<file path="config.mk">
export PLATFORM = sky130hd
export DESIGN_NAME = mips_core
export DESIGN_NICKNAME = d
export VERILOG_FILES = /design/src/rtl/mips_pkg.sv /design/src/rtl/dcd_if.sv /design/src/rtl/inst_decoder.sv /design/src/rtl/mem_stage.sv /design/src/rtl/mips_alu.sv /design/src/rtl/mips_core.sv /design/src/rtl/pc_unit.sv /design/src/rtl/reg_file.sv
export SDC_FILE = /design/constraint.sdc
export NUM_CORES = 2
export LEC_CHECK = 0
export ABC_CLOCK_PERIOD_IN_PS = 8600
export BUFFER_PORTS_ARGS = -buffer_cell sky130_fd_sc_hd__buf_2
export CORE_MARGIN = 2
export CORE_UTILIZATION = 33
export DETAILED_ROUTE_END_ITERATION = 6
export GPL_TIMING_DRIVEN = 0
export PLACE_DENSITY_LB_ADDON = 0.25
export SLEW_MARGIN = 20
export SYNTH_ARGS = -nofsm -noshare
export SYNTH_HDL_FRONTEND = slang
export SYNTH_SLANG_ARGS = --single-unit
</file>
<file path="constraint.sdc">
create_clock -name clk -period 8.6 [get_ports clk]
set_input_delay 1.29 -clock clk [delete_from_list [all_inputs] [get_ports clk]]
set_output_delay 1.29 -clock clk [all_outputs]
set_load 0.03 [all_outputs]
</file>
<file path="src/rtl/mips_pkg.sv">
// ===========================================================================
// mips_pkg
// shared word and register index types plus the opcode, funct, ALU,
// memory and control-flow encodings of the single-cycle MIPS core
// ===========================================================================
package mips_pkg;

   typedef logic [31:0] word_t;
   typedef logic [4:0]  reg_idx_t;

   // primary opcode, bits 31:26 of the instruction
   typedef enum logic [5:0] {
      op_special = 6'h00,
      op_j       = 6'h02,
      op_beq     = 6'h04,
      op_bne     = 6'h05,
      op_addiu   = 6'h09,
      op_slti    = 6'h0a,
      op_andi    = 6'h0c,
      op_ori     = 6'h0d,
      op_xori    = 6'h0e,
      op_lui     = 6'h0f,
      op_lw      = 6'h23,
      op_lbu     = 6'h24,
      op_sb      = 6'h28,
      op_sw      = 6'h2b
   } opcode_e;

   // secondary opcode for op_special, bits 5:0
   typedef enum logic [5:0] {
      fn_sll     = 6'h00,
      fn_srl     = 6'h02,
      fn_sra     = 6'h03,
      fn_syscall = 6'h0c,
      fn_addu    = 6'h21,
      fn_subu    = 6'h23,
      fn_and     = 6'h24,
      fn_or      = 6'h25,
      fn_xor     = 6'h26,
      fn_nor     = 6'h27,
      fn_slt     = 6'h2a,
      fn_sltu    = 6'h2b
   } funct_e;

   typedef enum logic [3:0] {
      alu_add, alu_sub, alu_and, alu_or, alu_xor, alu_nor,
      alu_slt, alu_sltu, alu_sll, alu_srl, alu_sra, alu_lui
   } alu_op_e;

   typedef enum logic [2:0] {
      mem_none, mem_lw, mem_lbu, mem_sw, mem_sb
   } mem_op_e;

   typedef enum logic [1:0] {
      br_none, br_beq, br_bne, br_jump
   } branch_e;

endpackage

</file>
<file path="src/rtl/dcd_if.sv">
// ===========================================================================
// dcd_if
// decoded control bundle, driven by the decoder and read by the fetch,
// register, execute and memory stages through their own modports
// ===========================================================================
`timescale 1ns/1ns

interface dcd_if;

   mips_pkg::alu_op_e  alu_op;
   logic               use_imm;
   // immediate already extended to a full word
   mips_pkg::word_t    imm;
   logic [4:0]         shamt;
   mips_pkg::reg_idx_t rs;
   mips_pkg::reg_idx_t rt;
   mips_pkg::reg_idx_t wr_idx;
   // never set when wr_idx is zero
   logic               reg_we;
   mips_pkg::mem_op_e  mem_op;
   mips_pkg::branch_e  branch;
   logic [25:0]        target;
   logic               syscall;

   modport decoder (
      output alu_op, use_imm, imm, shamt, rs, rt, wr_idx, reg_we,
      output mem_op, branch, target, syscall
   );

   modport fetch (input imm, branch, target, syscall);

   modport regs (input rs, rt, wr_idx, reg_we);

   modport exec (input alu_op, use_imm, imm, shamt, branch);

   modport mem (input mem_op);

endinterface

</file>
<file path="src/rtl/inst_decoder.sv">
// ===========================================================================
// inst_decoder
// splits the instruction word into fields and derives ALU, immediate,
// destination, memory and control-flow controls; unknown encodings are no-ops
// ===========================================================================
`timescale 1ns/1ns

module inst_decoder (
   input  mips_pkg::word_t inst,
   dcd_if.decoder          dcd
);

   mips_pkg::opcode_e op;
   mips_pkg::funct_e  funct;
   logic              zero_ext;
   logic              we;

   assign op    = mips_pkg::opcode_e'(inst[31:26]);
   assign funct = mips_pkg::funct_e'(inst[5:0]);

   // logical immediates take a zero extended operand
   assign zero_ext = (op == mips_pkg::op_andi) || (op == mips_pkg::op_ori) ||
                     (op == mips_pkg::op_xori);

   assign dcd.rs     = inst[25:21];
   assign dcd.rt     = inst[20:16];
   assign dcd.shamt  = inst[10:6];
   assign dcd.target = inst[25:0];
   assign dcd.imm    = zero_ext ? {16'h0000, inst[15:0]} : {{16{inst[15]}}, inst[15:0]};

   always_comb begin
      dcd.alu_op  = mips_pkg::alu_add;
      dcd.use_imm = 1'b0;
      dcd.wr_idx  = inst[20:16];
      dcd.mem_op  = mips_pkg::mem_none;
      dcd.branch  = mips_pkg::br_none;
      dcd.syscall = 1'b0;
      we          = 1'b0;
      case (op)
         mips_pkg::op_special: begin
            // r-type writes rd
            dcd.wr_idx = inst[15:11];
            we         = 1'b1;
            case (funct)
               mips_pkg::fn_sll:     dcd.alu_op = mips_pkg::alu_sll;
               mips_pkg::fn_srl:     dcd.alu_op = mips_pkg::alu_srl;
               mips_pkg::fn_sra:     dcd.alu_op = mips_pkg::alu_sra;
               mips_pkg::fn_addu:    dcd.alu_op = mips_pkg::alu_add;
               mips_pkg::fn_subu:    dcd.alu_op = mips_pkg::alu_sub;
               mips_pkg::fn_and:     dcd.alu_op = mips_pkg::alu_and;
               mips_pkg::fn_or:      dcd.alu_op = mips_pkg::alu_or;
               mips_pkg::fn_xor:     dcd.alu_op = mips_pkg::alu_xor;
               mips_pkg::fn_nor:     dcd.alu_op = mips_pkg::alu_nor;
               mips_pkg::fn_slt:     dcd.alu_op = mips_pkg::alu_slt;
               mips_pkg::fn_sltu:    dcd.alu_op = mips_pkg::alu_sltu;
               mips_pkg::fn_syscall: begin
                  dcd.syscall = 1'b1;
                  we          = 1'b0;
               end
               default:              we = 1'b0;
            endcase
         end
         mips_pkg::op_j:   dcd.branch = mips_pkg::br_jump;
         // branches compare rs against rt, the ALU result is unused
         mips_pkg::op_beq: dcd.branch = mips_pkg::br_beq;
         mips_pkg::op_bne: dcd.branch = mips_pkg::br_bne;
         mips_pkg::op_addiu, mips_pkg::op_slti, mips_pkg::op_andi,
         mips_pkg::op_ori, mips_pkg::op_xori, mips_pkg::op_lui: begin
            dcd.use_imm = 1'b1;
            we          = 1'b1;
            case (op)
               mips_pkg::op_slti: dcd.alu_op = mips_pkg::alu_slt;
               mips_pkg::op_andi: dcd.alu_op = mips_pkg::alu_and;
               mips_pkg::op_ori:  dcd.alu_op = mips_pkg::alu_or;
               mips_pkg::op_xori: dcd.alu_op = mips_pkg::alu_xor;
               mips_pkg::op_lui:  dcd.alu_op = mips_pkg::alu_lui;
               default:           dcd.alu_op = mips_pkg::alu_add;
            endcase
         end
         mips_pkg::op_lw, mips_pkg::op_lbu: begin
            // address is rs plus the sign extended offset
            dcd.use_imm = 1'b1;
            dcd.mem_op  = (op == mips_pkg::op_lw) ? mips_pkg::mem_lw : mips_pkg::mem_lbu;
            we          = 1'b1;
         end
         mips_pkg::op_sw, mips_pkg::op_sb: begin
            dcd.use_imm = 1'b1;
            dcd.mem_op  = (op == mips_pkg::op_sw) ? mips_pkg::mem_sw : mips_pkg::mem_sb;
         end
         default: we = 1'b0;
      endcase
   end

   // writes to $zero are dropped here and nowhere else
   assign dcd.reg_we = we && (dcd.wr_idx != 5'd0);

endmodule

</file>
<file path="src/rtl/mem_stage.sv">
// ===========================================================================
// mem_stage
// data port access: store lane alignment and byte enables, load byte
// extraction and selection of the register write-back value
// ===========================================================================
`timescale 1ns/1ns

module mem_stage (
   dcd_if.mem              dcd,
   input  mips_pkg::word_t result,
   input  mips_pkg::word_t rt_data,
   input  mips_pkg::word_t mem_rdata,
   output logic [29:0]     mem_addr,
   output mips_pkg::word_t mem_wdata,
   output logic [3:0]      mem_we,
   output mips_pkg::word_t wr_data
);

   logic [1:0]      offset;
   mips_pkg::word_t rd_shift;

   assign mem_addr = result[31:2];
   assign offset   = result[1:0];

   // big endian lanes, byte 0 sits in bits 31:24 under mem_we[3]
   assign rd_shift = mem_rdata << {offset, 3'b000};

   always_comb begin
      mem_wdata = rt_data;
      mem_we    = 4'b0000;
      case (dcd.mem_op)
         mips_pkg::mem_sw: mem_we = 4'b1111;
         mips_pkg::mem_sb: begin
            mem_wdata = {rt_data[7:0], 24'h000000} >> {offset, 3'b000};
            mem_we    = 4'b1000 >> offset;
         end
         default: mem_we = 4'b0000;
      endcase
   end

   always_comb begin
      case (dcd.mem_op)
         mips_pkg::mem_lw:  wr_data = mem_rdata;
         mips_pkg::mem_lbu: wr_data = {24'h000000, rd_shift[31:24]};
         default:           wr_data = result;
      endcase
   end

   // no byte enable may escape on anything but a store
   always_comb begin
      a_we_store_only: assert ((mem_we == 4'b0000) || (dcd.mem_op == mips_pkg::mem_sw) ||
                               (dcd.mem_op == mips_pkg::mem_sb))
         else $error("mem_we set without a store");
   end

endmodule

</file>
<file path="src/rtl/mips_alu.sv">
// ===========================================================================
// mips_alu
// arithmetic, logic, shift and compare unit; also resolves whether the
// current branch or jump redirects the PC
// ===========================================================================
`timescale 1ns/1ns

module mips_alu (
   dcd_if.exec             dcd,
   input  mips_pkg::word_t rs_data,
   input  mips_pkg::word_t rt_data,
   output mips_pkg::word_t result,
   output logic            taken
);

   mips_pkg::word_t op_b;

   assign op_b = dcd.use_imm ? dcd.imm : rt_data;

   always_comb begin
      case (dcd.alu_op)
         mips_pkg::alu_add:  result = rs_data + op_b;
         mips_pkg::alu_sub:  result = rs_data - op_b;
         mips_pkg::alu_and:  result = rs_data & op_b;
         mips_pkg::alu_or:   result = rs_data | op_b;
         mips_pkg::alu_xor:  result = rs_data ^ op_b;
         mips_pkg::alu_nor:  result = ~(rs_data | op_b);
         mips_pkg::alu_slt:  result = {31'd0, $signed(rs_data) < $signed(op_b)};
         mips_pkg::alu_sltu: result = {31'd0, rs_data < op_b};
         // shifts act on rt by the constant shamt field
         mips_pkg::alu_sll:  result = op_b << dcd.shamt;
         mips_pkg::alu_srl:  result = op_b >> dcd.shamt;
         mips_pkg::alu_sra:  result = $signed(op_b) >>> dcd.shamt;
         mips_pkg::alu_lui:  result = {op_b[15:0], 16'h0000};
         default:            result = rs_data + op_b;
      endcase
   end

   // branches always compare the two registers, never the immediate
   always_comb begin
      case (dcd.branch)
         mips_pkg::br_beq:  taken = (rs_data == rt_data);
         mips_pkg::br_bne:  taken = (rs_data != rt_data);
         mips_pkg::br_jump: taken = 1'b1;
         default:           taken = 1'b0;
      endcase
   end

endmodule

</file>
<file path="src/rtl/mips_core.sv">
// ===========================================================================
// mips_core
// single-cycle MIPS integer core, one instruction per clock with
// combinational instruction and data ports
// ===========================================================================
`timescale 1ns/1ns

module mips_core #(
   parameter mips_pkg::word_t text_start = 32'h0040_0000
) (
   input  logic            clk,
   input  logic            rst_b,
   output logic [29:0]     inst_addr,
   input  mips_pkg::word_t inst,
   output logic [29:0]     mem_addr,
   input  mips_pkg::word_t mem_rdata,
   output mips_pkg::word_t mem_wdata,
   output logic [3:0]      mem_we,
   output logic            halted
);

   mips_pkg::word_t rs_data;
   mips_pkg::word_t rt_data;
   mips_pkg::word_t result;
   mips_pkg::word_t wr_data;
   logic            taken;

   // decoded controls shared by every stage
   dcd_if dcd_bus ();

   inst_decoder dec_i (
      .inst (inst),
      .dcd  (dcd_bus)
   );

   pc_unit #(.text_start(text_start)) pc_i (
      .clk       (clk),
      .rst_b     (rst_b),
      .dcd       (dcd_bus),
      .taken     (taken),
      .inst_addr (inst_addr),
      .halted    (halted)
   );

   reg_file rf_i (
      .clk     (clk),
      .rst_b   (rst_b),
      .dcd     (dcd_bus),
      .wr_data (wr_data),
      .rs_data (rs_data),
      .rt_data (rt_data)
   );

   mips_alu alu_i (
      .dcd     (dcd_bus),
      .rs_data (rs_data),
      .rt_data (rt_data),
      .result  (result),
      .taken   (taken)
   );

   mem_stage mem_i (
      .dcd       (dcd_bus),
      .result    (result),
      .rt_data   (rt_data),
      .mem_rdata (mem_rdata),
      .mem_addr  (mem_addr),
      .mem_wdata (mem_wdata),
      .mem_we    (mem_we),
      .wr_data   (wr_data)
   );

endmodule

</file>
<file path="src/rtl/pc_unit.sv">
// ===========================================================================
// pc_unit
// program counter with next-PC selection for jumps and taken branches,
// plus the halt flag that freezes fetch after a syscall
// ===========================================================================
`timescale 1ns/1ns

module pc_unit #(
   parameter mips_pkg::word_t text_start = 32'h0040_0000
) (
   input  logic        clk,
   input  logic        rst_b,
   dcd_if.fetch        dcd,
   input  logic        taken,
   output logic [29:0] inst_addr,
   output logic        halted
);

   mips_pkg::word_t pc;
   mips_pkg::word_t pc_plus4;
   mips_pkg::word_t next_pc;

   assign pc_plus4 = pc + 32'd4;

   always_comb begin
      next_pc = pc_plus4;
      if (taken) begin
         if (dcd.branch == mips_pkg::br_jump) begin
            // pseudo-direct jump stays in the current 256MB region
            next_pc = {pc[31:28], dcd.target, 2'b00};
         end else begin
            next_pc = pc_plus4 + {dcd.imm[29:0], 2'b00};
         end
      end
   end

   always_ff @(posedge clk or negedge rst_b) begin
      if (!rst_b) begin
         pc     <= text_start;
         halted <= 1'b0;
      end else begin
         halted <= halted | dcd.syscall;
         // pc parks on the syscall itself
         if (!halted && !dcd.syscall) begin
            pc <= next_pc;
         end
      end
   end

   assign inst_addr = pc[31:2];

   a_pc_aligned: assert property (@(posedge clk) disable iff (!rst_b) pc[1:0] == 2'b00)
      else $error("pc lost word alignment");

endmodule

</file>
<file path="src/rtl/reg_file.sv">
// ===========================================================================
// reg_file
// 32 x 32 general purpose registers, two combinational read ports and one
// write port updated on the clock edge
// ===========================================================================
`timescale 1ns/1ns

module reg_file (
   input  logic            clk,
   input  logic            rst_b,
   dcd_if.regs             dcd,
   input  mips_pkg::word_t wr_data,
   output mips_pkg::word_t rs_data,
   output mips_pkg::word_t rt_data
);

   mips_pkg::word_t regs [32];

   // entry 0 is cleared at reset and the decoder never enables a write to it
   always_ff @(posedge clk or negedge rst_b) begin
      if (!rst_b) begin
         for (int i = 0; i < 32; i++) begin
            regs[i] <= '0;
         end
      end else if (dcd.reg_we) begin
         regs[dcd.wr_idx] <= wr_data;
      end
   end

   assign rs_data = regs[dcd.rs];
   assign rt_data = regs[dcd.rt];

   a_zero_reg: assert property (@(posedge clk) disable iff (!rst_b)
      (dcd.rs == 5'd0) |-> (rs_data == '0))
      else $error("register zero read back nonzero");

endmodule

</file>
==> qor.txt <==
Worst R2R Start - rf_i.regs[288]
fin worst setup slack - -0.296 ns
gr ovfl total - 0
Worst Path Arrival - 7.61 ns
number of synthesized flops with an enable pin - 0
Post-Syn Area per Cell - 9.31 um2
Final Hold Vio Count - 0
Skew-Pair Late Insertion Delay - 0.86 ns
Iter 0 DRT Violations - 12600
r2r setup slk - 0.87 ns
largest net degree at the start of global routing - 130
row cnt - 172
Clock Skew - 0.0936 ns
Routed WL - 531 mm
failing checks - setup timing
die area - 224000 um2
status - finished with violations
initial antenna violation count - 53
H-tree depth - 4
Post-Route Utilization - 39.8%
PortBufs - 156
Critical Path RT - 7.31 ns
DP HPWL - 404 mm
antenna-violating nets left - 0
fin crit share - 103%
first-pass GRT wire length - 691 mm
GRT Total Usage - 46.1%
Post-layout nets - 8486
RSZ-0062 raised after global routing - true
TNS Setup - -1.38 ns
Cell variety after synth - 112
vias in the first global route - 72500
Seq cells post-synth - 1055
Starting Density - 33.1%
Slew headroom - 8.11%
total CTS buffers - 136
clock sinks - 1055
IO Count - 163
Mapped Cells - 7797
DR WL/cell - 47.0 um
Max rail drop VDD - 216 uV
ys flop type - dfrtp_1
gpl congestion - 1.08
Worst R2R Path Depth - 20
CTS tree - done
endpoints failing setup - 19
YS warnings - 0
Vias/cell - 6.91
via count - 78100
layout cells sized above 1 - 20.3%
Layout fillers - 21900
# DRC - 0
Clock Path Buffers - 3
Crit Path Category - input port to output pin
core footprint - 219000 um2
Least-Margin Pin Slew - 1.38 ns
Die Span X - 473 um
HP Class - input port to async pin
max-cap viol count - 0
Reg2Reg Capture Point - rf_i.regs[764]
DP Cell Count - 10900
post-synth net total - 7992
CP Launch Type - input port
final std cells w/o fill - 11300
Clock Pin Slew Worst Setup and Hold Paths - 0.06 ns
synth-to-layout area growth - 20.2%
leakage power - 0.0370 uW
die height - 473 um
Root Driver - clkbuf_16
Initial DRT Pass Iterations - 7
fmax - 0.112 GHz
Hold Slack - 0.307 ns
post-cts hold buffer count - 0
crit-path max FO - 10
register area share after synthesis - 36.4%
FFs w/ async S/R, synth - 100%
post-synthesis cell area - 72600 um2
minimum clock period - 8.90 ns
Setup crit end kind - output pin
Pins Over Slew Limit - 0
pwr dens - 239 nW/um2
## sequential cells by signal (all words and copies together), names as in the netlist
name         cells
pc_i.halted      1
pc_i.pc         30
rf_i.regs     1024
## power breakdown
part           internal, uW  switching [uW]
sequential             5710             740
combinational          2590            5690
clock                  3480            2650
## cell families after synthesis
kind of cell	after synthesis	synth area share, %
flip-flops	1055	36.4
XOR/XNOR	104	1.25
adder cells (fa/ha/maj)	129	2.25
multiplexers	1015	19.7
buffers and inverters	897	5.75
AO/OA/AOI/OAI	2384	21.2
AND/OR/NAND/NOR	2213	13.5
## repair_timing
item,CTS,global route
buffers inserted,60,68
hold endpoints to repair,0,0
pin swaps,34,42
gates cloned,0,1
gates resized for setup,471,172
setup endpoints to repair,984,57
## layer usage
metal  share of wire, %  track usage (%)  vias up
met5              0.046                0        -
met3                 13             16.9     2027
met4                 11             40.6       34
met2                 41             65.8     6729
met1                 35             54.3    39400
li1                   -                -    29800
## layout make-up
type	count	area, um2	area share (%)
tap	2871	3590	4.12
multi-input combinational	5845	43700	50.1
antenna	34	85.1	0.0975
timing repair buffer	373	3230	3.70
inverter	138	553	0.634
sequential	1055	26400	30.3
buffer	742	4980	5.71
clock buffer	197	3910	4.48
clock inverter	42	773	0.886
## cell usage in the layout (no fill, tap or decap), types with 44 or more instances in the layout
cell / instances
mux2i_1: 645
xnor2_1: 59
buf_4: 168
dfrtp_1: 1054
clkbuf_2: 80
inv_1: 119
nor3_1: 54
buf_6: 94
o21ai_1: 161
o211ai_1: 45
nand3_1: 264
o31ai_1: 52
nand2_1: 1046
xor2_1: 45
o22ai_1: 66
buf_8: 51
o221ai_1: 70
clkbuf_1: 405
nor2_1: 532
o21ai_0: 574
a21oi_1: 526
ha_1: 119
a21o_1: 44
clkbuf_16: 137
mux4_2: 331
buf_12: 59
a211oi_1: 47
buf_2: 228
a22oi_1: 294
## worst max-delay path, stage by stage
cell and delay [ns]:
buf_4 0.18, nor2b_2 0.19, buf_6 0.17, buf_4 0.26
a22oi_1 0.54, a21oi_1 0.22, nor4_4 0.27, buf_6 0.22
a21o_1 0.45, inv_1 0.52, mux4_2 0.67, a211oi_1 1.11
o31ai_1 0.22, a22oi_1 0.89, buf_2 0.35
## through the flow
step	setup WS [ns]	instance area (um2)	power, uW
finish	-0.296	87200	20900
global route	-0.153	87200	21300
CTS	-0.00911	85900	20200
detailed placement	-3.71	78800	13900
global placement	-18.55	77000	13700
floorplan	0.541	72600	10400
## synthesized netlist by cell type (22+ instances only)
master	n	area (um2)
a2111oi_2	32	480
buf_1	32	120
a22oi_1	315	2360
mux2i_1	662	6630
ha_1	126	1580
o21ai_0	607	3040
and2_1	23	144
nand3_1	264	1320
xor2_1	45	394
nor4_1	22	138
inv_1	127	477
a31oi_1	38	238
buf_4	25	188
a21o_1	47	353
mux2_2	22	248
nor2_1	557	2090
nor2b_1	28	175
mux4_2	331	7450
buf_6	41	462
a22o_1	25	219
buf_2	147	736
o31ai_1	57	428
nor3_1	62	310
xnor2_1	59	517
nand2b_1	25	156
and3_1	31	194
a21oi_1	582	2910
a221oi_1	22	193
nand4_1	23	144
o221ai_1	75	657
clkbuf_1	493	1850
dfrtp_1	1054	26400
a211oi_1	50	375
o22ai_1	68	425
o21ai_1	163	816
o211ai_1	45	338
nand2_1	1052	3950
o31ai_2	31	388
## worst max path at each step
stage                         from             end  slack (ns)  cells after the start
final                     inst[16]    mem_addr[17]       -0.30                     15
after global routing      inst[29]    mem_addr[28]       -0.15                     26
after CTS                 inst[22]    mem_addr[28]      -0.009                     23
after detailed placement  inst[18]    mem_addr[27]       -3.71                     27
after global placement       rst_b  rf_i.regs[740]      -18.55                      1
after floorplan           inst[21]    mem_addr[29]        0.54                     22
Power figures use the tool's default switching activity.
